### config.mk
export PLATFORM = sky130hd
export DESIGN_NAME = tx_pkt_gate
export DESIGN_NICKNAME = d
export VERILOG_FILES = /design/src/source/xge_pkg.sv /design/src/source/tx_pkt_gate.sv
export SDC_FILE = /design/constraint.sdc
export NUM_CORES = 1
export LEC_CHECK = 0
export BUFFER_PORTS_ARGS = -buffer_cell sky130_fd_sc_hd__buf_2
export CAP_MARGIN = 20
export CORE_UTILIZATION = 45
export DETAILED_ROUTE_END_ITERATION = 8
export SYNTH_ARGS = -nofsm -noshare
export SYNTH_HDL_FRONTEND = slang
export SYNTH_SLANG_ARGS = --single-unit
### constraint.sdc
create_clock -name clk -period 3.4 [get_ports clk]
set_clock_uncertainty 0.1 [all_clocks]
set_input_delay 0.34 -clock clk [delete_from_list [all_inputs] [get_ports clk]]
set_output_delay 0.34 -clock clk [all_outputs]
set_load 0.005 [all_outputs]
### src/source/xge_pkg.sv
/*
 * Shared types and sizes for the XGE MAC client wrapper.
 * Bytes are big-endian: byte 0 of a word sits in bits 63:56.
 * An occupancy of 0 means all 8 bytes of the word are valid.
 */
`default_nettype none

package xge_pkg;

   // One word of frame data, 8 bytes
   typedef logic [63:0] xge_data_t;

   // Valid bytes in the last word of a frame
   typedef logic [2:0]  xge_occ_t;

   // Occupancy in bits 2:0, RX error or TX start of frame in bit 3
   typedef logic [3:0]  xge_user_t;

   // Bytes in front of every client frame
   localparam int pad_bytes = 6;

   // 1024 words hold a maximum-size frame
   localparam int fifo_addr_w = 10;

   // Entry holds last, user and data
   localparam int fifo_w = $bits(xge_data_t) + $bits(xge_user_t) + 1;

endpackage

`default_nettype wire
### src/source/tx_pkt_gate.sv
/*
 * Store-and-forward gate for the MAC transmit side.
 * A frame is released only after its last word is in the TX FIFO,
 * so it leaves without underrun. Output pauses while the MAC is full.
 */
`timescale 1ns/1ps
`default_nettype none

module tx_pkt_gate (
   input  wire  clk,
   input  wire  rst,
   input  wire  in_tvalid,
   input  wire  in_tready,
   input  wire  in_tlast,
   input  wire  fifo_tvalid,
   input  wire  fifo_tsof,
   input  wire  fifo_tlast,
   output logic fifo_tready,
   input  wire  pkt_tx_full,
   output logic pkt_tx_val,
   output logic pkt_tx_sop
);
   import xge_pkg::*;

   // Whole frames held in the FIFO, the one leaving included
   logic [fifo_addr_w:0] pkt_cnt;
   logic                 push_eof;
   logic                 pop_eof;

   assign push_eof = in_tvalid && in_tready && in_tlast;
   assign pop_eof  = pkt_tx_val && fifo_tlast;

   // Frames leave in order, so a nonzero count means the head frame is complete
   assign fifo_tready = (pkt_cnt != '0) && !pkt_tx_full;
   assign pkt_tx_val  = fifo_tvalid && fifo_tready;
   assign pkt_tx_sop  = pkt_tx_val && fifo_tsof;

   always_ff @(posedge clk) begin
      if (rst) begin
         pkt_cnt <= '0;
      end else if (push_eof && !pop_eof) begin
         pkt_cnt <= pkt_cnt + 1'b1;
      end else if (pop_eof && !push_eof) begin
         pkt_cnt <= pkt_cnt - 1'b1;
      end
   end

   // Every frame end that leaves was counted on entry
   assert property (@(posedge clk) disable iff (rst) pop_eof |-> pkt_cnt != '0);

   // MAC never written while full
   assert property (@(posedge clk) disable iff (rst) pkt_tx_full |-> !pkt_tx_val);

   // Once started, the FIFO keeps a word ready until the frame ends
   assert property (@(posedge clk) disable iff (rst)
      pkt_tx_val && !fifo_tlast |=> fifo_tvalid);

endmodule

`default_nettype wire

After elaboration in Yosys (flattened, before gate mapping)
Cells that the tools add are included.
- $add $sub $neg: 2
- multipliers: 0
- divide/modulo/power cells: 0
- order comparisons: 0
- eq/ne operators: 0
- shift-type cells: 0
- muxes and demuxes: 2
- bitwise gates (word level): 0
- reduce and logical (&&, ||, !) cells: 13
- operators by type and width (operator ; number):
    $mux W11 ; 2
    $add A11 B1 Y11 const B ; 1
    $reduce_bool A11 Y1 ; 1
    $sub A11 B1 Y11 const B ; 1
    $logic_and A1 B1 Y1 ; 8
    $logic_not A1 Y1 ; 3
    $reduce_bool A2 Y1 ; 1
- register bits after elaboration: 11
- latch bits: 0
- bits in writable memories: 0
- bits in read-only memories: 0
- input bits: 9
- output and inout port bits: 3
- logic and storage cells: 18
- memories kept: 0

Longest topological paths before layout
- depth after elaboration: 7
- gate-level depth with buffers: 12

Worst setup path after synthesis
OpenSTA, ideal clock, no wires.
- path type: reg2reg
- start point: register pkt_cnt[0]
- end point: register pkt_cnt[9]
- setup time: 79 ps
- data arrival time: 2947 ps
- required time: 3221 ps
- setup slack: 274 ps
- cell stages (with the launch flop): 13
- clock period less this slack: 3126 ps
- path through: dfxtp_1 -> nor4_1 -> and3_1 -> nor3b_1 -> nand2_1 -> ha_1 -> inv_1 -> ha_1 -> and2_4 -> a221oi_2 -> a211oi_1 -> or4_1 -> o211ai_1
- longest elaborated chain between the ends: 7
- ends and longest elaborated chain (what ; RTL line ; source):
    from (decl) ; tx_pkt_gate.sv:26 ; logic [fifo_addr_w:0] pkt_cnt;
    from (signal assigned) ; tx_pkt_gate.sv:42 ; pkt_cnt <= pkt_cnt + 1'b1;
    from (signal assigned) ; tx_pkt_gate.sv:44 ; pkt_cnt <= pkt_cnt - 1'b1;
    $reduce_bool A11 Y1 * ; tx_pkt_gate.sv:34 ; assign fifo_tready = (pkt_cnt != '0) && !pkt_tx_full;
    $logic_and A1 B1 Y1 * ; tx_pkt_gate.sv:34 ;
    $logic_and A1 B1 Y1 * ; tx_pkt_gate.sv:35 ; assign pkt_tx_val = fifo_tvalid && fifo_tready;
    named net pkt_tx_val ; tx_pkt_gate.sv:20 ; output logic pkt_tx_val,
    $logic_and A1 B1 Y1 * ; tx_pkt_gate.sv:31 ; assign pop_eof = pkt_tx_val && fifo_tlast;
    $logic_not A1 Y1 ; tx_pkt_gate.sv:41 ; end else if (push_eof && !pop_eof) begin
    $logic_and A1 B1 Y1 ; tx_pkt_gate.sv:41 ;
    $mux W11 or $reduce_bool A2 Y1 (tied branches) ; -- ;
The timed path passes the listed nets; every way through them passes the cells marked *. The select of a mux whose other input is x is not followed.
A chain may end at the register's enable or synchronous reset.

Final worst setup path
- start point: register pkt_cnt[0]
- end point: register pkt_cnt[9]
- longest elaborated chain between the ends: 7
- ends and longest elaborated chain (what):
    parallel branches: the longest is 7 deep, another holds $sub A11 B1 Y11
Parallel ways; which one is timed is not known. The select of a mux whose other input is x is not followed.

==> out/results.ini <==
[run_status]
status = finished clean

[clocking]
clkSlewWorstSetupHoldPaths_ns = 0.08
clk_latency_ns = 0.27
cts.sinks = 11
cts_tree = done
postCtsSetupRepairBufs = 0
post_cts_resized = 0
holdBufCountCts = 0
cts_buffer_depth = 2
htree_levels = 1
clockRootBuffer = clkbuf_4
cts_buffers = 3

[pwr]
vdd_ir_drop_max_mv = 0.258
power_density_nw_per_um2 = 634
power_uw = 655
leakagePower_nw = 0.460

[final_layout]
syn2layout_area_growth_pct = 12.1
regMostFlops = pkt_cnt
num_antenna_cells = 0
largest_reg_flops = 11
largestRegisters = pkt_cnt (11)
layout-drive-gt1-share = 0.150
fillers = 205
nets = 154

[sta]
fin_crit_sh = 0.911
final-max-slew-violation-count = 0
rsz0062_at_grt = no
fmax_mhz = 323
tightest_slew_ns = 0.584
tns_ns = 0
finalCriticalPeriod_ns = 3.10
setup_viol = 0
hold_viol = 0
slew_headroom = 0.610

[floorplan]
dieArea_um2 = 2230
io_pins = 12
start_util = 0.475
rows = 16
coreArea_um2 = 1940
die_w_um = 47.3
die_h_um = 47.3

[drt]
vias_per_cell = 5.65
vias = 904
routedWlPerCell_um = 13.1
wl_met2_um = 939
highest_layer = met4
antenna_left = 0
wl_met3_um = 71
drt-pass1-iter-count = 4
dr.first_iter.drc_count = 14
drc = 0
totalWireLength_um = 2090
wl_met1_um = 1050

[logic_synthesis]
synth_cell_types = 36
yosysWarnings = 0
synth_cells = 121
ys_seq_elements = 11
synth.cell_area_um2 = 922
synth_top_area_cell = dfxtp_1
syn_area_per_cell_um2 = 7.62
synth_area_leaders = dfxtp_1, ha_1, nand2_1
synth_top_area_frac = 0.239
syn-num-nets = 141
ys_seq_area_frac = 0.239

[flow_run]
maxCapViolCount = 0

[grt]
grt.overflow.total = 0
antenna_found_initial = 0
grt_pass1_wl_um = 3260
grt_pass1_vias = 745
grt_max_degree = 22
track_usage = 0.207

[place]
port_buffers = 11
dpl.hpwl_um = 1560
place_congestion = 0.834

[worst_setup_path]
ff2ff_path_depth = 12
path_max_fanout = 6
start_kind = register
endpoint_kind = register
crit_required_ns = 3.50
critical_path_class = reg -> reg
cp.arrival_ns = 3.20

[worst_hold_path]
hold_class = in -> reg
holdPathStages = 2

-- routing by layer --
metal | vias to the layer above | GRT usage
met5 | - | 0
met4 | 0 | 0.0857
met3 | 4 | 0.0346
met2 | 21 | 0.299
met1 | 407 | 0.300
li1 | 472 | -
-- logic make-up (layout without fill, tap and decap cells) --
group	Yosys count	in the layout	synth area share
compound gates	33	33	0.232
xor+xnor	3	3	0.0285
fa+ha+maj	11	11	0.157
buf+inv	7	19	0.0298
flops	11	11	0.239
mux	2	2	0.0217
simple gates	54	54	0.292
-- cells in the final DEF (no fill, tap or decap), types with 2 or more instances in the layout --
cell type / synthesis / final
a21oi_1: 12 / 12
xor2_1: 2 / 2
o211ai_1: 2 / 2
or4_1: 3 / 3
a211oi_1: 3 / 3
nor3_1: 5 / 5
a21o_1: 3 / 3
inv_1: 3 / 3
nand3_1: 3 / 3
nor2_1: 11 / 11
o21ai_0: 6 / 6
ha_1: 10 / 10
buf_2: 1 / 11
and3_1: 2 / 2
dfxtp_1: 11 / 11
mux2i_1: 2 / 2
clkbuf_4: 0 / 3
nor4_1: 4 / 4
nand2_1: 18 / 18
-- through the flow --
step / setup slack [ns] / utilization / cell area, um^2 / instances / hold WS, ns
after CTS: 0.190 / 0.530 / 1030 / 160 / 0.352
after global routing: 0.0175 / 0.532 / 1030 / 160 / 0.359
final: 0.304 / 0.532 / 1030 / 160 / 0.358
after floorplan: 0.274 / - / 922 / 121 / 0.358
after detailed placement: 0.196 / 0.516 / 1000 / 156 / 0.384
after global placement: 0.292 / 0.516 / 1000 / 156 / 0.370
-- final cells by class --
class,instances,area [um^2],share of cell area
Multi-Input combinational cell,103,679,0.657
Sequential cell,11,220,0.213
Timing Repair Buffer,12,62.6,0.0605
Tap cell,27,33.8,0.0327
Clock buffer,4,26.3,0.0254
Inverter,3,11.3,0.0109
-- synthesized netlist by cell type --
cell / count
or4_1: 3
or3_1: 1
o21ai_0: 6
clkbuf_1: 2
a21o_2: 1
o2111ai_1: 1
mux2i_1: 2
buf_1: 1
nand3_1: 3
a211oi_1: 3
xor2_1: 2
a21o_1: 3
and2_1: 1
nor4_1: 4
a311oi_1: 1
xnor2_1: 1
inv_1: 3
and2_4: 1
nor2_1: 11
o21a_1: 1
nor3b_1: 2
o21bai_1: 1
fa_1: 1
a221oi_2: 1
and3_2: 1
o211ai_1: 2
dfxtp_1: 11
and3_1: 2
ha_1: 10
nor3_1: 5
a21boi_0: 1
nand2_1: 18
buf_2: 1
nor4bb_1: 1
nand4_1: 1
a21oi_1: 12
-- where the power goes --
| part | internal, mW | switching (mW) | total, mW |
|---|---|---|---|
| combinational | 0.167 | 0.203 | 0.370 |
| clock | 0.0454 | 0.0457 | 0.0911 |
| sequential | 0.160 | 0.0341 | 0.194 |
-- worst paths after layout --
check / startpoint / to / slack (ns)
setup / recovery: pkt_cnt[0]$_SDFFE_PP0P_ / pkt_cnt[9]$_SDFFE_PP0P_ / 0.30
hold / removal: rst / pkt_cnt[0]$_SDFFE_PP0P_ / 0.36
setup reg to reg: pkt_cnt[0]$_SDFFE_PP0P_ / pkt_cnt[9]$_SDFFE_PP0P_ / 0.30
hold reg to reg: pkt_cnt[2]$_SDFFE_PP0P_ / pkt_cnt[2]$_SDFFE_PP0P_ / 0.39
-- worst max-delay path, stage by stage, from the launching register on --
cell and delay (ns):
dfxtp_1 0.42, nor4_1 0.08, and3_1 0.20, nor3b_2 0.20, nand2_1 0.08, ha_1 0.22, inv_1 0.18, ha_1 0.31
and2_4 0.18, a221oi_2 0.33, a211oi_1 0.15, or4_1 0.51, o211ai_1 0.09
No activity file was read; power rests on OpenSTA's default activity.
