--- src/source/xge_pkg.sv ---
/*
 * Shared types and sizes for the XGE MAC client wrapper.
 * Bytes are big-endian: byte 0 of a word sits in bits 63:56.
 * An occupancy of 0 means all 8 bytes of the word are valid.
 */
`default_nettype none

package xge_pkg;

   // One word of frame data, 8 bytes
   typedef logic [63:0] xge_data_t;

   // Valid bytes in the last word of a frame
   typedef logic [2:0]  xge_occ_t;

   // Occupancy in bits 2:0, RX error or TX start of frame in bit 3
   typedef logic [3:0]  xge_user_t;

   // Bytes in front of every client frame
   localparam int pad_bytes = 6;

   // 1024 words hold a maximum-size frame
   localparam int fifo_addr_w = 10;

   // Entry holds last, user and data
   localparam int fifo_w = $bits(xge_data_t) + $bits(xge_user_t) + 1;

endpackage

`default_nettype wire
--- src/source/xge_tx_pad_strip.sv ---
/*
 * TX pad stripper with a one-word delay.
 * Drops the first 6 bytes of each frame and flags start of frame in tuser bit 3.
 * Frames must be at least 3 words long. Input tuser bit 3 is ignored.
 */
`timescale 1ns/1ps
`default_nettype none

module xge_tx_pad_strip (
   input  wire                     clk,
   input  wire                     rst,
   input  wire xge_pkg::xge_data_t s_tdata,
   input  wire xge_pkg::xge_user_t s_tuser,
   input  wire                     s_tlast,
   input  wire                     s_tvalid,
   output logic                    s_tready,
   output xge_pkg::xge_data_t      m_tdata,
   output xge_pkg::xge_user_t      m_tuser,
   output logic                    m_tlast,
   output logic                    m_tvalid,
   input  wire                     m_tready
);
   import xge_pkg::*;

   xge_data_t held_q;
   xge_occ_t  occ_q;
   logic      held_v;
   logic      held_tail;
   logic      sof_q;
   xge_occ_t  in_occ;
   logic      in_long;
   logic      s_xfer;

   // Two bytes of the held word lead each output word
   assign in_occ  = xge_occ_t'(s_tuser[2:0] + 3'(8 - pad_bytes));
   // 7 or 8 bytes in the last input word leave a tail of 1 or 2 bytes
   assign in_long = (s_tuser[2:0] == 3'd0) || (s_tuser[2:0] == 3'd7);
   assign s_xfer  = s_tvalid && s_tready;

   always_comb begin
      if (held_tail) begin
         m_tvalid = 1'b1;
         m_tdata  = {held_q[15:0], 48'h0};
         m_tlast  = 1'b1;
         m_tuser  = {1'b0, occ_q};
         s_tready = 1'b0;
      end else begin
         m_tvalid = held_v && s_tvalid;
         m_tdata  = {held_q[15:0], s_tdata[63:16]};
         m_tlast  = s_tlast && !in_long;
         m_tuser  = {sof_q, (s_tlast && !in_long) ? in_occ : 3'd0};
         // First word of a frame is only absorbed
         s_tready = held_v ? m_tready : 1'b1;
      end
   end

   always_ff @(posedge clk) begin
      if (rst) begin
         held_v    <= 1'b0;
         held_tail <= 1'b0;
         sof_q     <= 1'b0;
      end else if (held_tail) begin
         if (m_tready) begin
            held_v    <= 1'b0;
            held_tail <= 1'b0;
         end
      end else if (s_xfer) begin
         if (!held_v) begin
            held_v <= 1'b1;
            sof_q  <= 1'b1;
         end else begin
            sof_q <= 1'b0;
            if (s_tlast && in_long) begin
               held_tail <= 1'b1;
            end else if (s_tlast) begin
               held_v <= 1'b0;
            end
         end
      end
   end

   always_ff @(posedge clk) begin
      if (s_xfer) begin
         held_q <= s_tdata;
         occ_q  <= in_occ;
      end
   end

endmodule

`default_nettype wire

--- config.mk ---
export PLATFORM = sky130hd
export DESIGN_NAME = xge_tx_pad_strip
export DESIGN_NICKNAME = d
export VERILOG_FILES = /design/src/source/xge_pkg.sv /design/src/source/xge_tx_pad_strip.sv
export SDC_FILE = /design/constraint.sdc
export NUM_CORES = 1
export LEC_CHECK = 0
export BUFFER_PORTS_ARGS = -buffer_cell sky130_fd_sc_hd__buf_4
export CAP_MARGIN = 20
export CORE_MARGIN = 4
export CORE_UTILIZATION = 32
export DETAILED_ROUTE_END_ITERATION = 16
export PLACE_DENSITY = 0.88
export SETUP_SLACK_MARGIN = 0.2
export SKIP_LAST_GASP = 1
export SYNTH_ARGS = -nofsm -noshare
export SYNTH_HDL_FRONTEND = slang
export SYNTH_SLANG_ARGS = --single-unit
--- constraint.sdc ---
create_clock -name clk -period 3.7 [get_ports clk]
set_clock_uncertainty 0.1 [all_clocks]
set_input_delay 0.555 -clock clk [delete_from_list [all_inputs] [get_ports clk]]
set_output_delay 0.555 -clock clk [all_outputs]
set_load 0.05 [all_outputs]
[Word-level counts from Yosys, hierarchy flattened]
Cells that the tools add are included.
Word-level totals
  register bits: 22
  latch bits: 0
  memory bits (writable): 0
  ROM bits: 0
  input bits: 73
  word-level logic and storage cells: 38
  memories: 0
Cells by class
  add/sub/neg operators: 1
  multiply operators: 0
  divide/modulo/power cells: 0
  order comparisons: 0
  equality and inequality tests: 2
  shifts and indexed selects: 0
  muxes and demuxes: 19
  bitwise gates (word level): 1
  reductions and logical operators: 10
Operators by type and width (number)
  2-to-1 mux 48 bit: 1
  2-to-1 mux 1 bit: 16
  logical AND 1 bit: 4
  2-to-1 mux 4 bit: 1
  AND reduction 2 bit: 2
  adder 3 x 2 -> 3 bit (second input constant): 1
  equality test 3 bit (second input constant): 1
  zero test 3 bit: 1
  2-to-1 mux 3 bit: 1
  inequality test 2 bit (second input constant): 1
  nonzero test 2 bit: 1
  zero test 1 bit: 1
  logical OR 1 bit: 1
  NOT 1 bit: 1

[Depth between registers and ports, before layout]
Gate-level depths: netlist (run 1).
  depth in word-level cells: 7
  gate-level depth with buffers: 4

[Least setup slack after synthesis (run 1)]
Ideal clock, no wire load.
  path kind: input to register
  start: input m_tready
  end: register sof_q
  data arrival time: 2645 ps
  required time: 3479 ps
  path slack: 834 ps
  stages: 3
  path buffers: 0
  path through: inv_1 a211oi_1 mux2_2
Between the ends
  word-level cells in the longest chain between the ends: 4
RTL lines
  start: declaration: line xge_tx_pad_strip.sv:21  | input wire m_tready
  2-to-1 mux 1 bit: line xge_tx_pad_strip.sv:53  | s_tready = held_v ? m_tready : 1'b1;
  2-to-1 mux 1 bit: line xge_tx_pad_strip.sv:41  | if (held_tail) begin
  logical AND 1 bit: line xge_tx_pad_strip.sv:38  | assign s_xfer = s_tvalid && s_tready;
  net s_xfer: line xge_tx_pad_strip.sv:32  | logic s_xfer;
  AND reduction 2 bit (no line)
  end signal: assignment: line xge_tx_pad_strip.sv:61  | sof_q <= 1'b0;
  end signal: assignment: line xge_tx_pad_strip.sv:70  | sof_q <= 1'b1;
  end signal: assignment: line xge_tx_pad_strip.sv:72  | sof_q <= 1'b0;
  end: declaration: line xge_tx_pad_strip.sv:29  | logic sof_q;
The timed path passes the listed nets, and every way through them passes these cells.
A chain may end at the register's enable or synchronous reset.

[Final worst setup path (run 1)]
  start: register held_tail
  end: output m_tuser[0]
Between the ends
  word-level cells in the longest chain between the ends: 1
RTL lines
  start: declaration: line xge_tx_pad_strip.sv:28  | logic held_tail;
  start signal: assignment: line xge_tx_pad_strip.sv:60  | held_tail <= 1'b0;
  start signal: assignment: line xge_tx_pad_strip.sv:65  | held_tail <= 1'b0;
  start signal: assignment: line xge_tx_pad_strip.sv:74  | held_tail <= 1'b1;
  2-to-1 mux 4 bit: line xge_tx_pad_strip.sv:41
  end: declaration: line xge_tx_pad_strip.sv:18  | output xge_pkg::xge_user_t m_tuser,
Every way passes these cells.

==> results of run 1 <==
registers in the layout, indices dropped and copies added, names as in the netlist:
| name | count |
|---|---|
| held_q | 16 |
| occ_q | 3 |
| held_tail | 1 |
| held_v | 1 |
| sof_q | 1 |
where the power goes:
group,switching (mW),internal [mW],leakage [nW]
clock network,0.0673,0.0421,0.0150
logic,0.209,0.123,0.909
registers,0.00577,0.287,0.209
critical path, stage by stage, from the launching register on:
cell     delay (ns)
dfxtp_2        0.70
buf_4          0.39
nor2b_1        0.11
a32o_1         0.25
buf_4          0.18
cells by family after synthesis:
logic type / share of synthesized area (%)
simple gates: 32.3
xor+xnor: 0.766
flops: 55.1
mux: 0.985
buf+inv: 3.50
compound gates: 7.33
area by class of cell:
| class | instances | area [sq um] |
|---|---|---|
| clock buffer | 4 | 26.3 |
| fill | 258 | 1100 |
| inverter | 4 | 15.0 |
| multi-input combinational | 73 | 478 |
| sequential | 22 | 632 |
| tap | 46 | 57.6 |
| timing repair buffer | 144 | 1080 |
worst paths after layout:
kind / start / end / slack (ns)
setup / recovery: held_tail / m_tuser[0] / 1.10
hold reg to reg: sof_q / sof_q / 0.53
hold / removal: rst / held_tail / 0.32
setup reg to reg: held_tail / sof_q / 1.76
layout by cell type (no fill, tap or decap):
cell type  instances
dfxtp_2            1
a221oi_1           1
a22o_1             1
a211o_1            1
clkbuf_1           1
inv_1              4
mux2_2             1
nand2b_1           2
edfxtp_1          19
nand2_1            3
nor2b_1           51
a32o_1             1
a21oi_2            1
nand3_1            2
dfxtp_1            2
or3_1              1
a21oi_1            1
clkbuf_4           3
o41a_1             1
nand4_1            1
buf_4            144
a211oi_2           1
xor2_1             1
o31ai_1            1
a21o_1             1
nor2_1             1
per-layer routing:
metal  track usage (%)  vias up
met5                 0        -
met4              11.2        0
met3              5.16       10
met2              29.6      100
met1              18.0      552
li1                  -      636
==> flow_summary.toml, run 1 <==
[flow_run]
drv_cap = 0

[worst_setup_path]
end_kind = "output pin"
worstSetupPathType = "reg -> out"
r2r_cells = 3
path_max_fanout = 33
worst_ep_arrival_time_ns = 1.94
crit_required_ns = 3.04
start_kind = "flop"

[cts]
cts.sinks = 22
cts_max_level = 1
holdBufCountCts = 0
postCtsSetupBuffers = 0
cts_tree = "built"
cts_made_buffers = 3
clkLatencyLatePin_ns = 0.31
cts.root.buffer_cell = "clkbuf_4"
cts_buffer_depth = 2
cts_resized = 0
cts.clk_slew.worst_paths_ns = 0.11

[final_layout]
fin_nets = 321
finalInstanceArea_sq_mm = 0.00229
area_growth_pct = 100
instances_no_fill = 293
utilization_pct = 67.6
diodes = 0
layout-drive-gt1-share_pct = 61.1

[sta]
worst_slack_ns = 1.10
hold_violations = 0
hold_ws_ns = 0.315
period_share_pct = 70.2
slew_viol_final = 0
fin_crit_ns = 2.60
setup_viol = 0
finalSetupTns_ns = 0
rsz0062_at_grt = "false"
tightest_slew_ns = 0.606
fmax_mhz = 385
relSlewSlack_pct = 59.5

[synth]
synth_commonest_cells = "nor2b_1 (51), edfxtp_1 (19), clkbuf_1 (4), inv_1 (4)"
ys_async_sr_fraction_pct = 0
yosysSeqAreaShare_pct = 55.1
synth_cell_types = 24
yosys_register_bits = 22
synth_ff_type = "edfxtp_1"
synth_nets = 178
ys_top_cells_by_area = "edfxtp_1 (50%), nor2b_1 (28%), dfxtp_1 (5.3%), clkbuf_1 (1.3%), inv_1 (1.3%)"
synthCells = 105
syn_area_sq_mm = 0.00114
synth_edf_count = 19
yosysTopAreaCellShare_pct = 49.9
yosysWarnings = 0
yosysMostFrequentCell = "nor2b_1"
avgSynthCellArea_sq_um = 10.9
synth_top_area_cell = "edfxtp_1"

[die]
chipWidth_microns = 67.8
ios = 144
row_count = 21
start_util_pct = 33.7
coreArea_sq_mm = 0.00339
die-height_microns = 67.8
die-area_sq_mm = 0.00459

[status]
status = "finished, final reports clean"

[route]
wl_met3_microns = 623
drc = 0
wl_met2_mm = 2.00
wirelength_met1_mm = 1.41
drt_pass1_iterations = 4
ant_nets = 0
dr.max_layer_used = "met4"
detail_route.vias_per_cell = 4.43
vias = 1298
wl_mm = 4.19
routedWlPerCell_microns = 14.3
drtIter0Drc = 91

[grt]
track_usage_pct = 17.2
grt_start_max_net_pins = 34
first_global_vias = 1269
grt_pass1_wl_mm = 5.79
grt_remaining_overflow = 0
antenna_found_initial = 0

[power]
power.leakage_nw = 1.13
ir_drop_uv = 149
p_per_area_mw_per_mm2 = 321
report.power.total_mw = 0.734

[worst_hold_path]
hold_path.class = "in -> reg"
whs_path_depth = 2

[placement]
place_area_sq_mm = 0.00226
dpl.cell_count = 289
dp_hpwl_mm = 3.58
port_buffers = 142
pre_cts_ws_ns = 1.41
globalplace.congestion = 0.768
(Power assumes the default switching activity.)
==> run 2: changes to the inputs <==
Clock period 3.7 ns to 2.6 ns, I/O delays scaled along.
==> flow_summary.toml, run 2 (synthesis gave the netlist of run 1 again) <==
[sta]
slew_viol_final = 0
rsz0062_at_grt = "false"
relSlewSlack_pct = 62.8
worst_slack_ns = 0.565
hold_violations = 0
period_share_pct = 78.3
setup_viol = 0
hold_ws_ns = 0.173
fmax_mhz = 491
tightest_slew_ns = 0.556
fin_crit_ns = 2.03
finalSetupTns_ns = 0

[power]
power_frac_clock_pct = 13.6
ir_drop_uv = 202
p_per_area_mw_per_mm2 = 446
power.leakage_nw = 1.13
p_sw_mw = 0.387
report.power.total_mw = 1.03
seq_power_share_pct = 40.5
p_int_mw = 0.639
power_frac_comb_pct = 45.9
swShare_pct = 37.7

[cts]
cts.root.buffer_cell = "clkbuf_4"
cts_buffer_depth = 2
cts_made_buffers = 3
cts_tree = "built"
clkLatencyLatePin_ns = 0.28
cts_max_level = 1
cts.sinks = 22
cts.clk_slew.worst_paths_ns = 0.10

[final_layout]
instances_no_fill = 293
layout-drive-gt1-share_pct = 61.1
final_cell_mix = "buf_4 (144), nor2b_1 (51), edfxtp_1 (19)"
regMostFlops = "held_q"
top_regs = "held_q: 16 flops, occ_q: 3 flops"
fin_nets = 321
utilization_pct = 67.8
finalInstanceArea_sq_mm = 0.00230
area_growth_pct = 101
largest_reg_flops = 16
diodes = 0
fillers = 277
mostFrequentLayoutCell = "buf_4"

[route]
vias = 1268
ant_nets = 0
detail_route.vias_per_cell = 4.33
drtIter0Drc = 41
routedWlPerCell_microns = 13.5
drc = 0
wl_mm = 3.96
drt_pass1_iterations = 4

[die]
coreArea_sq_mm = 0.00339
start_util_pct = 33.7
row_count = 21
die-height_microns = 67.8
chipWidth_microns = 67.8
die-area_sq_mm = 0.00459
ios = 144

[grt]
grt_start_max_net_pins = 40
first_global_vias = 1267
track_usage_pct = 16.2
grt_pass1_wl_mm = 5.57
grt_remaining_overflow = 0
antenna_found_initial = 0

[placement]
port_buffers = 142
globalplace.congestion = 0.794
pre_cts_ws_ns = 0.645
place_area_sq_mm = 0.00227
dp_hpwl_mm = 3.52
dpl.cell_count = 289

[worst_setup_path]
worst_ep_arrival_time_ns = 1.54
end_kind = "output pin"
worstSetupPathType = "reg -> out"
path_max_fanout = 39
start_kind = "flop"
crit_required_ns = 2.11
r2r_setup_slack_ns = 0.96

[worst_hold_path]
hold_path.class = "in -> reg"

[status]
status = "finished, final reports clean"

[flow_run]
drv_cap = 0
run 2: power by group through the flow:
stage,sequential (mW),clock [mW],combinational (mW)
floorplan,0.477,0,0.230
global placement,0.425,0,0.470
detailed placement,0.425,0,0.475
CTS,0.417,0.147,0.475
global route,0.418,0.168,0.495
finish,0.416,0.139,0.471
run 2: final cells by class:
| class | instances | area, sq um | share of cell area (%) |
|---|---|---|---|
| Timing Repair Buffer | 144 | 1080 | 47.0 |
| Sequential cell | 22 | 634 | 27.6 |
| Multi-Input combinational cell | 73 | 485 | 21.1 |
| Clock buffer | 3 | 22.5 | 0.979 |
| Inverter | 4 | 15.0 | 0.653 |
| Clock inverter | 1 | 3.75 | 0.163 |
| Tap cell | 46 | 57.6 | 2.50 |
run 2: timing repair:
action | CTS | global route
setup endpoints to repair | 0 | 1
setup buffers | 0 | 0
resized for setup | 0 | 1
hold buffers | 0 | 0
run 2: critical path: stages (launching register included):
cell	delay, ns
dfxtp_4	0.60
buf_4	0.32
nand2b_1	0.14
buf_4	0.20
run 2: worst paths after layout:
| check | startpoint | endpoint | cells after the start |
|---|---|---|---|
| setup reg to reg | held_tail | held_q[8] | 2 |
| setup / recovery | held_tail | m_tlast | 3 |
| hold reg to reg | sof_q | sof_q | 2 |
| hold / removal | rst | held_tail | 2 |
run 2: metal layers:
metal / wire length, microns / track usage [%] / up-vias / share of wire, %
li1: - / - / 634 / -
met5: 0 / 0 / - / 0
met2: 2200 / 30.1 / 70 / 56
met1: 1080 / 14.4 / 562 / 27
met4: 27 / 5.21 / 0 / 0.68
met3: 648 / 9.48 / 2 / 16
==> run 3: changes to the inputs <==
Settings changed: CORE_UTILIZATION 32 to 29, PLACE_DENSITY 0.88 to 0.85.
Clock period 2.6 ns to 1.8 ns, I/O delays scaled along.
==> flow_summary.toml, run 3 (synthesis gave the netlist of run 1 again) <==
[grt]
first_global_vias = 1439
track_usage_pct = 16.1
grt_start_max_net_pins = 33
antenna_found_initial = 0
grt_pass1_wl_mm = 6.47
grt_remaining_overflow = 0

[sta]
fin_crit_ns = 1.57
finalSetupTns_ns = 0
slew_viol_final = 0
hold_ws_ns = 0.0760
fmax_mhz = 637
worst_slack_ns = 0.230
rsz0062_at_grt = "true"
tightest_slew_ns = 0.275
hold_violations = 0
period_share_pct = 87.2
relSlewSlack_pct = 81.6
setup_viol = 0

[power]
power.leakage_nw = 1.26
power_frac_clock_pct = 25.5
p_per_area_mw_per_mm2 = 686
power_frac_comb_pct = 40.4
ir_drop_uv = 748
p_int_mw = 1.16
swShare_pct = 34.1
seq_power_share_pct = 34.1
p_sw_mw = 0.603
report.power.total_mw = 1.77

[route]
drt_pass1_iterations = 4
ant_nets = 0
drtIter0Drc = 28
wl_mm = 4.25
vias = 1330
routedWlPerCell_microns = 14.2
drc = 0
detail_route.vias_per_cell = 4.43

[status]
status = "finished, final reports clean"

[final_layout]
mostFrequentLayoutCell = "buf_4"
area_growth_pct = 125
top_regs = "held_q: 16 flops, occ_q: 3 flops"
layout-drive-gt1-share_pct = 82.5
fin_nets = 326
largest_reg_flops = 16
final_cell_mix = "buf_4 (140), nor2b_2 (47), edfxtp_1 (19)"
diodes = 0
regMostFlops = "held_q"

[die]
chipWidth_microns = 70.8
ios = 144
start_util_pct = 30.5
die-height_microns = 70.8
die-area_sq_mm = 0.00501
row_count = 22
coreArea_sq_mm = 0.00374

[placement]
port_buffers = 142
pre_cts_ws_ns = 0.183
dp_hpwl_mm = 3.61
globalplace.congestion = 0.852

[cts]
cts.root.buffer_cell = "clkbuf_8"
cts.clk_slew.worst_paths_ns = 0.08
cts_buffer_depth = 2
clkLatencyLatePin_ns = 0.26
cts_max_level = 1
cts_tree = "built"
cts.sinks = 22
cts_made_buffers = 3

[worst_setup_path]
start_kind = "flop"
path_max_fanout = 11
worstSetupPathType = "reg -> out"
crit_required_ns = 1.43
worst_ep_arrival_time_ns = 1.20
end_kind = "output pin"

[worst_hold_path]
hold_path.class = "in -> reg"

[flow_run]
drv_cap = 0
-- run 3: changes by cell type in the layout (fill, tap and decap cells not counted), sizes merged --
cell | before | now
buf | 144 | 149
bufinv | 0 | 1
clkinv | 1 | 0
-- run 3: final cells by class --
cell class	count	area (sq um)
Fill cell	294	1170
Clock buffer	3	41.3
Tap cell	48	60.1
Timing Repair Buffer	149	1170
Clock inverter	1	30.0
Sequential cell	22	634
Multi-Input combinational cell	73	627
Inverter	4	15.0
-- run 3: worst max-delay path, cell delays in order (launching register included) --
cell	delay, ns
dfxtp_4	0.40
buf_4	0.20
nor2b_1	0.13
buf_4	0.21
-- run 3: routing by layer --
layer  GRT usage [%]  share of wire [%]
met4            3.76               0.80
met2            30.4                 52
met5               0                  0
met1            17.2                 35
met3            5.11                 12
-- run 3: power by group through the flow --
stage,sequential (mW),clock [mW],combinational (mW)
after CTS,0.602,0.460,0.709
after global placement,0.613,0,0.698
final,0.602,0.451,0.714
after global routing,0.605,0.491,0.746
after floorplan,0.690,0,0.354
after detailed placement,0.614,0,0.706
-- run 3: worst paths after layout --
check	from	endpoint	slack (ns)	depth (start not counted)
worst max register to register	held_tail	held_q[10]	0.35	3
worst max-delay path	held_tail	m_tdata[36]	0.23	3
worst min register to register	sof_q	sof_q	0.52	2
worst min-delay path	s_tdata[0]	held_q[0]	0.08	1
-- run 3: per-stage QoR --
stage | cells | utilization (%) | cell area [sq um]
6_report | 300 | 68.9 | 2580
5_1_grt | 300 | 68.9 | 2580
2_1_floorplan | 105 | - | 1280
3_3_place_gp | 293 | 64.6 | 2420
4_1_cts | 300 | 67.7 | 2530
3_5_place_dp | 293 | 64.6 | 2420
-- run 3: what timing repair did --
item / CTS / global route
resized for setup: 2 / 14
hold buffers: 0 / 0
endpoints found under the setup margin: 53 / 41
setup buffers: 3 / 0
