`src/source/xge_pkg.sv`:
```
/*
 * Shared types and sizes for the XGE MAC client wrapper.
 * Bytes are big-endian: byte 0 of a word sits in bits 63:56.
 * An occupancy of 0 means all 8 bytes of the word are valid.
 */
`default_nettype none

package xge_pkg;

   // One word of frame data, 8 bytes
   typedef logic [63:0] xge_data_t;

   // Valid bytes in the last word of a frame
   typedef logic [2:0]  xge_occ_t;

   // Occupancy in bits 2:0, RX error or TX start of frame in bit 3
   typedef logic [3:0]  xge_user_t;

   // Bytes in front of every client frame
   localparam int pad_bytes = 6;

   // 1024 words hold a maximum-size frame
   localparam int fifo_addr_w = 10;

   // Entry holds last, user and data
   localparam int fifo_w = $bits(xge_data_t) + $bits(xge_user_t) + 1;

endpackage

`default_nettype wire
```
`src/source/xge_rx_pad_insert.sv`:
```
/*
 * RX pad inserter with MAC read-enable control.
 * Puts port_label and five zero bytes in front of every frame.
 * Frames must be at least 3 words long.
 * The MAC must answer each read enable with one word a cycle later.
 */
`timescale 1ns/1ps
`default_nettype none

module xge_rx_pad_insert #(
   parameter logic [7:0] port_label = 8'h00
) (
   input  wire                     clk,
   input  wire                     rst,
   input  wire                     pkt_rx_avail,
   input  wire                     pkt_rx_val,
   input  wire                     pkt_rx_sop,
   input  wire                     pkt_rx_eop,
   input  wire                     pkt_rx_err,
   input  wire xge_pkg::xge_data_t pkt_rx_data,
   input  wire xge_pkg::xge_occ_t  pkt_rx_mod,
   output logic                    pkt_rx_ren,
   output xge_pkg::xge_data_t      m_tdata,
   output xge_pkg::xge_user_t      m_tuser,
   output logic                    m_tlast,
   output logic                    m_tvalid,
   input  wire                     m_tready
);
   import xge_pkg::*;

   typedef enum logic [1:0] {st_idle, st_reading, st_extra} rx_state_t;

   rx_state_t   state;

   // Holds the one MAC word in flight when the output stalls
   logic        skid_valid;
   xge_data_t   skid_data;
   xge_occ_t    skid_mod;
   logic        skid_sop, skid_eop, skid_err;

   // Word being merged this cycle
   logic        src_val, src_sop, src_eop, src_err;
   xge_data_t   src_data;
   xge_occ_t    src_mod;
   xge_occ_t    src_occ;

   logic [47:0] tail_q;
   xge_occ_t    occ_q;
   logic        err_q;

   logic        load_ok, do_load, room, need_extra;
   xge_data_t   nxt_data;
   xge_user_t   nxt_user;
   logic        nxt_last;

   assign load_ok = !m_tvalid || m_tready;
   assign room    = load_ok && !skid_valid;

   assign src_val  = skid_valid || pkt_rx_val;
   assign src_data = skid_valid ? skid_data : pkt_rx_data;
   assign src_mod  = skid_valid ? skid_mod : pkt_rx_mod;
   assign src_sop  = skid_valid ? skid_sop : pkt_rx_sop;
   assign src_eop  = skid_valid ? skid_eop : pkt_rx_eop;
   assign src_err  = skid_valid ? skid_err : pkt_rx_err;

   assign src_occ    = xge_occ_t'(src_mod + 3'(pad_bytes));
   // More than two bytes in the last MAC word spill into one more word
   assign need_extra = (src_mod == 3'd0) || (src_mod > 3'd2);
   assign do_load    = (state == st_extra) || src_val;

   always_comb begin
      case (state)
         st_idle:    pkt_rx_ren = pkt_rx_avail && room;
         st_reading: pkt_rx_ren = room && !(pkt_rx_val && pkt_rx_eop);
         default:    pkt_rx_ren = 1'b0;
      endcase
   end

   always_comb begin
      nxt_last = 1'b0;
      nxt_user = '0;
      if (state == st_extra) begin
         nxt_data = {tail_q, 16'h0000};
         nxt_last = 1'b1;
         nxt_user = {err_q, occ_q};
      end else begin
         if (src_sop) begin
            nxt_data = {port_label, {(pad_bytes - 1) * 8{1'b0}}, src_data[63:48]};
         end else begin
            nxt_data = {tail_q, src_data[63:48]};
         end
         if (src_eop && !need_extra) begin
            nxt_last = 1'b1;
            nxt_user = {src_err, src_occ};
         end
      end
   end

   always_ff @(posedge clk) begin
      if (rst) begin
         state      <= st_idle;
         skid_valid <= 1'b0;
         m_tvalid   <= 1'b0;
      end else begin
         if (load_ok) begin
            m_tvalid   <= do_load;
            skid_valid <= 1'b0;
         end else if (pkt_rx_val) begin
            skid_valid <= 1'b1;
         end
         case (state)
            st_idle: begin
               if (pkt_rx_ren) begin
                  state <= st_reading;
               end
            end
            st_reading: begin
               if (src_val && src_eop && load_ok) begin
                  state <= need_extra ? st_extra : st_idle;
               end
            end
            default: begin
               if (load_ok) begin
                  state <= st_idle;
               end
            end
         endcase
      end
   end

   always_ff @(posedge clk) begin
      if (pkt_rx_val && !load_ok) begin
         skid_data <= pkt_rx_data;
         skid_mod  <= pkt_rx_mod;
         skid_sop  <= pkt_rx_sop;
         skid_eop  <= pkt_rx_eop;
         skid_err  <= pkt_rx_err;
      end
      if (load_ok && do_load) begin
         m_tdata <= nxt_data;
         m_tuser <= nxt_user;
         m_tlast <= nxt_last;
      end
      if (load_ok && src_val) begin
         tail_q <= src_data[47:0];
         occ_q  <= src_occ;
         err_q  <= src_err;
      end
   end

   // The MAC only returns words that were asked for
   assert property (@(posedge clk) disable iff (rst) pkt_rx_val |-> $past(pkt_rx_ren));

endmodule

`default_nettype wire

```
`config.mk`:
```
export PLATFORM = sky130hd
export DESIGN_NAME = xge_rx_pad_insert
export DESIGN_NICKNAME = d
export VERILOG_FILES = /design/src/source/xge_pkg.sv /design/src/source/xge_rx_pad_insert.sv
export SDC_FILE = /design/constraint.sdc
export NUM_CORES = 1
export LEC_CHECK = 0
export BUFFER_PORTS_ARGS = -buffer_cell sky130_fd_sc_hd__buf_2
export CAP_MARGIN = 40
export CORE_ASPECT_RATIO = 2
export CORE_MARGIN = 10
export CORE_UTILIZATION = 45
export DETAILED_ROUTE_END_ITERATION = 16
export PLACE_DENSITY = 0.73
export SYNTH_ARGS = -nofsm -noshare
export SYNTH_HDL_FRONTEND = slang
export SYNTH_SLANG_ARGS = --single-unit
```
`constraint.sdc`:
```
create_clock -name clk -period 9.9 [get_ports clk]
set_clock_uncertainty 0.05 [all_clocks]
set_input_delay 1.485 -clock clk [delete_from_list [all_inputs] [get_ports clk]]
set_output_delay 1.485 -clock clk [all_outputs]
set_load 0.02 [all_outputs]
```
## Word level (Yosys, flattened, before mapping)

Index checks and enable logic that the tools add are counted.

- Muxes and demuxes: 16
- Eq/ne operators: 4
- Reductions and logical operators: 24
- Add/subtract/negate cells: 1
- $lt $le $gt $ge: 1

Operators by type and width:

| kind | number |
|---|---|
| two-way mux 64 bit | 3 |
| logical AND 1 bit | 10 |
| two-way mux 2 bit | 4 |
| two-way mux 4 bit | 2 |
| zero test 1 bit | 5 |
| logical OR 1 bit | 4 |
| two-way mux 1 bit | 4 |
| inequality test 2 bit, second input constant | 2 |
| case mux 2 bit (2 select lines) | 1 |
| adder 3 bit, second input constant | 1 |
| greater-than comparator 3 x 2 -> 1 bit, second input constant | 1 |
| zero test 3 bit | 1 |
| two-way mux 3 bit | 1 |
| AND reduction 3 bit | 1 |
| nonzero test 3 bit | 1 |
| == test 2 x 1 -> 1 bit, second input constant | 1 |
| == test 2 bit, second input constant | 1 |
| zero test 2 bit | 1 |
| case mux 1 bit (2 select lines) | 1 |
| OR reduction 2 bit | 1 |

- Word-level logic and storage cells: 61
- Output and inout port bits: 71
- Bits in registers: 195
- Input bits: 75

## Depth between registers and ports, before layout

Gate-level depths: netlist (run 1).

- Word-level depth: 7
- Depth in mapped cells: 8
- Depth with buffers taken out: 5

## Worst setup path before layout (run 1)

Ideal clock, no wire load.

- Path kind: input-to-reg
- From: input m_tready
- To: register m_tdata[0], enable pin
- Required time: 9331 ps
- Library setup time: 519 ps
- Path buffers: 0
- Arrival time: 4936 ps
- Setup slack: 4395 ps
- Stages: 2
- Cell sequence: nor2b_1 a21oi_1

- Word-level cells in the longest chain between the ends: 2

RTL lines:

| element | line | source |
|---|---|---|
| from (decl) | xge_rx_pad_insert.sv:27 | `input wire m_tready` |
| logical OR 1 bit | xge_rx_pad_insert.sv:56 | `assign load_ok = !m_tvalid \|\| m_tready;` |
| logical AND 1 bit | xge_rx_pad_insert.sv:139 | `if (load_ok && do_load) begin` |
| to (signal assigned) | xge_rx_pad_insert.sv:140 | `m_tdata <= nxt_data;` |
| to (decl) | xge_rx_pad_insert.sv:23 | `output xge_pkg::xge_data_t m_tdata,` |

Every way passes these cells.
A chain may end at the register's enable or synchronous reset.

## Final worst setup path (run 1)

- From: input m_tready
- To: output pkt_rx_ren

- Word-level cells in the longest chain between the ends: 4
- Elaborated cells between the ends (all ways): 5
- Classes of those cells: 1 x mux; 4 x reduce/logical

RTL lines:

| element | line | source |
|---|---|---|
| logical OR 1 bit (*) | xge_rx_pad_insert.sv:56 |  |
| logical AND 1 bit (*) | xge_rx_pad_insert.sv:57 | `assign room = load_ok && !skid_valid;` |
| logical AND 1 bit, on equally long branches | xge_rx_pad_insert.sv:74, xge_rx_pad_insert.sv:73 |  |
| case mux 1 bit (2 select lines) (*) | xge_rx_pad_insert.sv:72 | `case (state)` |
| to (decl) | xge_rx_pad_insert.sv:22 | `output logic pkt_rx_ren,` |

Every way passes the cells marked *; elsewhere a longest branch is shown, timed or not.

==> results.yml, run 1 <==
global_routing:
  antenna_found_initial: 3
  track_usage: 0.136
  grt_remaining_overflow: 0
  grt_pass1_vias: 4205
  grt_max_degree: 53
  grt_pass1_wl_mm: 22.8
clocking:
  ctsHoldBuffers: 0
  clock_latency_ns: 0.43
  cts_root_buf: "clkbuf_16"
  ctsResizeCount: 0
  cts_tree: "done"
  cts_setup_buffers: 0
  clk_pin_slew_worst_paths_ns: 0.06
  clkSinkCount: 195
  htreeDepth: 4
  clock_path_buffers: 2
  cts_buffers: 17
yosys:
  yosys.area.top_type: "edfxtp_1"
  synth_warnings: 0
  syn_area_um2: 7350
  synth_top_cell_area_share: 0.780
  synth_cells: 390
  ys_seq_elements: 195
  ys.flop_type: "edfxtp_1"
  syn_avg_cell_area_um2: 18.9
  synth-edff-count: 191
  async_flop_share: 0
  syn-num-nets: 466
  yosysUniqueCellTypes: 31
  synth.area.top_cells: "edfxtp_1 (78%), mux2_2 (7.2%), nor2b_1 (4.3%)"
  seq_area_frac_synth: 0.791
worst_setup_path:
  cp.required_ns: 8.37
  critPathKind: "input port to primary output"
  crit_top_cell: "buf_2"
  rr_endpoint: "m_tuser[3]$_DFFE_PP_"
  path_buf_inv: 2
  rr_worst_depth: 6
  cp_top_family: "simple AND/OR/NAND/NOR gates"
  crit_path_end_kind: "primary output"
  cp.arrival_ns: 2.48
  crit_chain: "buf_2 > nor2b_1 > nor4_1 > buf_2"
  crit_path_max_fanout: 7
  regToRegSetupSlack_ns: 7.45
  critical_path.max_stage_delay_ns: 0.57
  regToRegStartpoint: "skid_valid$_SDFFE_PP0P_"
  slowest_stage: "nor2b_1"
  critPathLaunchType: "input port"
sta:
  worst_pin_slew_ns: 0.736
  rsz0062_at_grt: "false"
  final.setup.tns_ns: 0
  maxSlewHeadroom: 0.508
  setup_violations: 0
  timing.hold.ws_ns: 0.468
  slew_violations: 0
  worst_slack_ns: 5.88
  min_period_over_period: 0.406
  timing.fmax_mhz: 249
  hold_viol_final: 0
  fin_crit_ns: 4.02
pwr:
  leakage_uw: 0.00330
  vdd_drop_max_mv: 0.154
  pwr_density_cell_nw_per_um2: 205
cells_and_area:
  synthToLayoutAreaGrowth_pct: 22.6
  drive_gt1_frac: 0.438
  finalCoreUtilization: 0.557
  nNetsFinal: 620
placed_design:
  port_buffers: 145
  dp_hpwl_mm: 10.2
  pre_cts_ws_ns: 5.89
  gp_congestion: 0.813
die:
  die_h_um: 201
  dieArea_um2: 22200
  num_rows: 66
  die_w_um: 110
  core-area_um2: 16200
  io_pins: 146
  initial_core_util: 0.454
detailed_routing:
  post_drt_wl_per_cell_um: 19.2
  drc_errors: 0
  drt_iter0_drc: 128
  vias: 3846
  ant_nets: 0
  routed_via_density: 5.03
  drt_wl_total_mm: 14.7
  firstDrtPassIters: 4
min_path:
  hold_path_class: "flip-flop to flip-flop"
  min-delay-start: "occ_q[1]$_DFFE_PP_"
  hold_end: "m_tuser[1]$_DFFE_PP_"
  min_path_cells: 2
outcome:
  outcome: "finished clean"
run:
  max-cap-violations: 0
## tightest hold or removal path, cell delays in order, from the launching register on
cell      delay, ns
edfxtp_1       0.32
nand2_1        0.06
o41ai_2        0.04
## how the worst max path moves through the flow
stage | from | depth (start not counted) | endpoint | slack [ns]
CTS | m_tready | 4 | pkt_rx_ren | 5.88
global route | m_tready | 4 | pkt_rx_ren | 5.79
detailed placement | m_tready | 4 | pkt_rx_ren | 5.89
finish | m_tready | 4 | pkt_rx_ren | 5.88
floorplan | m_tready | 2 | m_tdata[0]$_SDFFCE_PP0P_ | 4.39
global placement | m_tready | 4 | pkt_rx_ren | 5.97
## power breakdown
group          total (uW)  switching (uW)  internal (uW)
logic                 151            95.0           56.1
registers             979            14.2            965
clock network         721             296            425
## routing by layer
layer	up-vias	track usage	wire, um
met5	-	0	0
met4	0	0.0733	355
met3	24	0.0338	889
met2	111	0.236	8090
met1	1917	0.143	5370
li1	1794	-	-
## logic make-up (layout without fill, tap and decap cells)
family          count (synthesis)  in the layout  synth area share
compound gates                 14             14            0.0184
simple gates                   86             86            0.0636
buf+inv                        22            189            0.0180
mux                            72             72             0.107
flops                         195            195             0.791
fa+ha+maj                       1              1           0.00170
other cells                     0              3                 0
## cells in the mapped netlist (all sizes together), types with 2 or more instances
library cell,n
a21oi,3
nor4,2
dfxtp,4
mux2i,23
edfxtp,191
o21ai,2
nor2b,51
nor2,22
buf,15
o41ai,4
mux2,49
nand2,6
inv,5
clkbuf,2
## area by class of cell
cell class | instances | area [um^2]
tap | 204 | 255
timing repair buffer | 152 | 851
clock inverter | 15 | 204
multi-input combinational | 173 | 1440
fill | 1344 | 7170
sequential | 195 | 5820
antenna | 3 | 7.51
clock buffer | 17 | 425
inverter | 5 | 18.8
## registers in the layout (all words and copies together) (netlist names), 2 cells and up
register,flops
m_tdata,64
m_tuser,4
occ_q,3
skid_data,64
skid_mod,3
state,2
tail_q,48
## per-stage QoR
| stage | std cells | total power, uW | instance area [um^2] |
|---|---|---|---|
| finish | 764 | 1850 | 9020 |
| global route | 764 | 1920 | 9020 |
| CTS | 761 | 1870 | 9010 |
| detailed placement | 729 | 1150 | 8380 |
| global placement | 725 | 1140 | 8280 |
| floorplan | 390 | 1090 | 7350 |
## cell usage in the layout (no fill, tap or decap), types with 2 or more instances in the layout
master,netlist,routed
nor2_4,0,2
buf_4,5,3
buf_16,0,3
inv_1,5,5
mux2i_1,22,22
nand2_1,6,6
dfxtp_1,4,3
edfxtp_1,191,191
clkbuf_16,0,17
mux2_2,47,47
bufinv_16,0,4
o21ai_0,2,2
nor2_1,22,20
clkinv_2,0,2
buf_2,7,145
o41ai_2,4,4
diode_2,0,3
inv_6,0,4
nor2b_1,51,50
clkinvlp_4,0,4
nor4_1,2,2
No activity file was read; power rests on OpenSTA's default activity.
==> inputs of run 2 (changes only) <==
- PLACE_DENSITY: 0.73 -> 0.76
- clock period: 9.9 -> 3.65 ns (I/O delays scaled with it)
==> results.yml, run 2 (synthesized netlist as in run 1, its figures left out) <==
placed_design:
  port_buffers: 145
  dp_hpwl_mm: 10.5
  dpl.cell_count: 730
  gp_congestion: 0.767
clocking:
  ctsResizeCount: 0
  cts_setup_buffers: 0
  cts_buffers: 17
  cts_tree: "done"
  ctsHoldBuffers: 0
  clk_pin_slew_worst_paths_ns: 0.07
  clock_path_buffers: 2
  clkSinkCount: 195
  cts_root_buf: "clkbuf_16"
  htreeDepth: 4
  clock_latency_ns: 0.43
cells_and_area:
  multi_input_area_um2: 1440
  fin_cells: 764
  drive_gt1_frac: 0.435
  seqCellArea_um2: 5820
  layout_commonest_cell: "edfxtp_1"
  top_regs: "m_tdata (64), skid_data (64), tail_q (48)"
  nFillCells: 1336
  synthToLayoutAreaGrowth_pct: 21.8
  final_cell_mix: "edfxtp_1 (191), buf_2 (145), nor2b_1 (50), mux2_2 (47), mux2i_1 (22)"
  nNetsFinal: 621
sta:
  maxSlewHeadroom: 0.502
  hold_viol_final: 0
  rsz0062_at_grt: "false"
  final.setup.tns_ns: 0
  slew_violations: 0
  worst_pin_slew_ns: 0.745
  min_period_over_period: 0.689
  fin_crit_ns: 2.51
  timing.fmax_mhz: 398
  setup_violations: 0
run:
  max-cap-violations: 0
global_routing:
  grt_max_degree: 64
  antenna_found_initial: 2
  track_usage: 0.137
  grt_pass1_wl_mm: 22.5
  grt_remaining_overflow: 0
  grt_pass1_vias: 4140
detailed_routing:
  post_drt_wl_per_cell_um: 19.6
  drt_wl_total_mm: 15.0
  routed_via_density: 4.98
  drc_errors: 0
  ant_nets: 0
  drt_iter0_drc: 131
  firstDrtPassIters: 4
  vias: 3805
die:
  die_w_um: 110
  dieArea_um2: 22200
  core-area_um2: 16200
  die_h_um: 201
  io_pins: 146
  num_rows: 66
  initial_core_util: 0.454
worst_setup_path:
  regToRegSetupSlack_ns: 1.33
  cp-endpoint: "pkt_rx_ren"
  crit_path_end_kind: "primary output"
  regToRegStartpoint: "skid_valid$_SDFFE_PP0P_"
  startpoint: "skid_valid$_SDFFE_PP0P_"
  cp.arrival_ns: 1.92
  critPathLaunchType: "flip-flop"
  cp.required_ns: 3.05
  rr_worst_depth: 3
  rr_endpoint: "tail_q[39]$_DFFE_PP_"
  critPathKind: "flip-flop to primary output"
  crit_path_max_fanout: 33
outcome:
  outcome: "finished clean"
pwr:
  pwr_density_cell_nw_per_um2: 554
  power_uw: 4960
  leakage_uw: 0.00329
  vdd_drop_max_mv: 0.353
min_path:
  hold_path_class: "input port to flip-flop"
-- run 2: cell count changes in the layout (fill, tap and decap cells not counted) --
cell / delta
buf_16: -2
buf_4: +3
bufinv_16: -1
clkbuf_1: +2
clkinv_2: -1
clkinv_4: +2
clkinvlp_4: -3
diode_2: -1
inv_6: +1
-- run 2: routing by layer --
metal  share of wire  track usage  vias up  routed length [um]
met5               0            0        -                   0
met4           0.033       0.0733        0                 498
met3           0.057       0.0389       26                 856
met2            0.55        0.239      126                8190
met1            0.36        0.140     1868                5400
li1                -            -     1785                   -
-- run 2: cell type report --
cell class	instances	area share
Inverter	5	0.00209
Antenna cell	2	0.000559
Multi-Input combinational cell	173	0.160
Timing Repair Buffer	153	0.0913
Tap cell	204	0.0285
Clock inverter	13	0.0193
Sequential cell	195	0.650
Clock buffer	19	0.0483
-- run 2: worst max-delay path, stage by stage (launching register included) --
cell     delay, ns
dfxtp_4       0.70
buf_4         0.46
nor4_1        0.11
buf_2         0.19
-- run 2: worst min-delay path by stage --
| stage | start | endpoint | slack (ns) | cells after the start |
|---|---|---|---|---|
| after global routing | pkt_rx_data[25] | skid_data[25]$_DFFE_PP_ | 0.23 | 1 |
| after detailed placement | occ_q[2]$_DFFE_PP_ | m_tuser[2]$_DFFE_PP_ | 0.47 | 2 |
| after global placement | occ_q[2]$_DFFE_PP_ | m_tuser[2]$_DFFE_PP_ | 0.45 | 2 |
| final | pkt_rx_data[44] | skid_data[44]$_DFFE_PP_ | 0.26 | 1 |
| after CTS | pkt_rx_data[21] | skid_data[21]$_DFFE_PP_ | 0.23 | 1 |
| after floorplan | state[0]$_SDFFE_PP0P_ | state[0]$_SDFFE_PP0P_ | 0.42 | 2 |
-- run 2: power by group --
group	total, uW	switching (uW)	internal [uW]
registers	2660	41.2	2620
logic	407	259	148
clock network	1900	806	1090
total	4960	1110	3860
-- run 2: stage by stage --
stage | hold WS, ns | worst slack [ns] | utilization | area [um^2]
final | 0.258 | 1.14 | 0.553 | 8960
after floorplan | 0.424 | 0.111 | - | 7360
after CTS | 0.231 | 1.10 | 0.553 | 8950
after detailed placement | 0.465 | 1.21 | 0.516 | 8350
after global routing | 0.229 | 1.02 | 0.553 | 8960
after global placement | 0.450 | 1.14 | 0.514 | 8320
==> inputs of run 3 (changes only) <==
- clock period: 3.65 -> 2.3 ns (I/O delays scaled with it)
==> results.yml, run 3 (synthesized netlist as in run 1, its figures left out) <==
outcome:
  outcome: "finished clean"
clocking:
  clock_path_buffers: 2
  ctsResizeCount: 0
  cts_buffers: 17
  clock_latency_ns: 0.43
  cts_root_buf: "clkbuf_16"
  ctsHoldBuffers: 0
  cts_tree: "done"
  htreeDepth: 4
  clk_pin_slew_worst_paths_ns: 0.07
  clkSinkCount: 195
  cts_setup_buffers: 0
global_routing:
  track_usage: 0.140
  grt_pass1_vias: 4177
  grt_max_degree: 60
  busiest_layer: "met2"
  grt_pass1_wl_mm: 23.1
  grt_use_met3: 0.0402
  grt_remaining_overflow: 0
  antenna_found_initial: 2
  use_met2: 0.240
  grt_util_met1: 0.149
detailed_routing:
  firstDrtPassIters: 4
  drt_iter0_drc: 95
  drt_wl_total_mm: 14.8
  routed_via_density: 4.98
  post_drt_wl_per_cell_um: 19.4
  drc_errors: 0
  ant_nets: 0
  vias: 3816
die:
  core-area_um2: 16200
  num_rows: 66
  dieArea_um2: 22200
  io_pins: 146
  die_w_um: 110
  initial_core_util: 0.454
  die_h_um: 201
worst_setup_path:
  cp.required_ns: 1.90
  critPathKind: "flip-flop to primary output"
  crit_path_max_fanout: 59
  regToRegSetupSlack_ns: 0.31
  crit_path_end_kind: "primary output"
  critPathLaunchType: "flip-flop"
  cp.arrival_ns: 1.71
pwr:
  vdd_drop_max_mv: 0.503
  leakage_uw: 0.00327
  pwr_density_cell_nw_per_um2: 851
  power_uw: 7630
sta:
  setup_violations: 0
  timing.fmax_mhz: 475
  maxSlewHeadroom: 0.749
  fin_crit_ns: 2.11
  min_period_over_period: 0.916
  hold_viol_final: 0
  slew_violations: 0
  rsz0062_at_grt: "false"
  worst_pin_slew_ns: 0.376
  final.setup.tns_ns: 0
placed_design:
  dpl.cell_count: 732
  gp_congestion: 0.804
  port_buffers: 145
  dp_hpwl_mm: 10.4
cells_and_area:
  layout_commonest_cell: "edfxtp_1"
  nNetsFinal: 623
  multi_input_area_um2: 1440
  seqCellArea_um2: 5820
  fin_cells: 767
  top_regs: "m_tdata (64), skid_data (64), tail_q (48)"
  final_cell_mix: "edfxtp_1 (191), buf_2 (145), nor2b_1 (50), mux2_2 (47), mux2i_1 (22)"
  synthToLayoutAreaGrowth_pct: 22.0
  nFillCells: 1343
  drive_gt1_frac: 0.441
min_path:
  hold_path_class: "input port to flip-flop"
run:
  max-cap-violations: 0
-- run 3: layer usage --
| layer | wire length, um | vias to the layer above |
|---|---|---|
| met5 | 0 | - |
| met2 | 8220 | 115 |
| met3 | 916 | 22 |
| met4 | 378 | 0 |
| met1 | 5330 | 1882 |
| li1 | - | 1797 |
-- run 3: per-stage QoR --
stage               hold slack (ns)  worst slack, ns  instance area (um^2)  utilization
finish                       0.0503            0.194                  8970        0.554
global placement              0.449            0.375                  8410        0.520
CTS                          0.0227            0.187                  8960        0.554
global route                 0.0207            0.131                  8970        0.554
detailed placement            0.463            0.320                  8410        0.520
floorplan                     0.364          -0.0972                  7390            -
-- run 3: path summary, 6_finish.rpt --
path                                                end                    start  cells after the start
worst max register to register     m_tuser[3]$_DFFE_PP_  skid_valid$_SDFFE_PP0P_                      5
worst min-delay path            skid_data[29]$_DFFE_PP_          pkt_rx_data[29]                      1
worst min register to register     m_tuser[0]$_DFFE_PP_       occ_q[0]$_DFFE_PP_                      2
worst max-delay path                         pkt_rx_ren  skid_valid$_SDFFE_PP0P_                      3
-- run 3: layout make-up --
type / count / share of cell area
diodes: 3 / 0.000837
flip-flops and latches: 195 / 0.649
inverters: 5 / 0.00209
repair buffers: 155 / 0.0976
clock inverters: 14 / 0.0135
multi-input cells: 173 / 0.161
clock buffers: 18 / 0.0478
well taps: 204 / 0.0285
-- run 3: power breakdown --
| part | total [uW] | switching (uW) | internal, uW |
|---|---|---|---|
| Sequential | 4210 | 60.3 | 4150 |
| Clock | 2760 | 1340 | 1420 |
| Combinational | 659 | 412 | 247 |
| Total | 7630 | 1820 | 5820 |
-- run 3: worst max-delay path, cell delays in order (launching register included) --
cell and delay (ns):
dfxtp_4 0.45, buf_12 0.26, nor4_1 0.32, buf_2 0.22
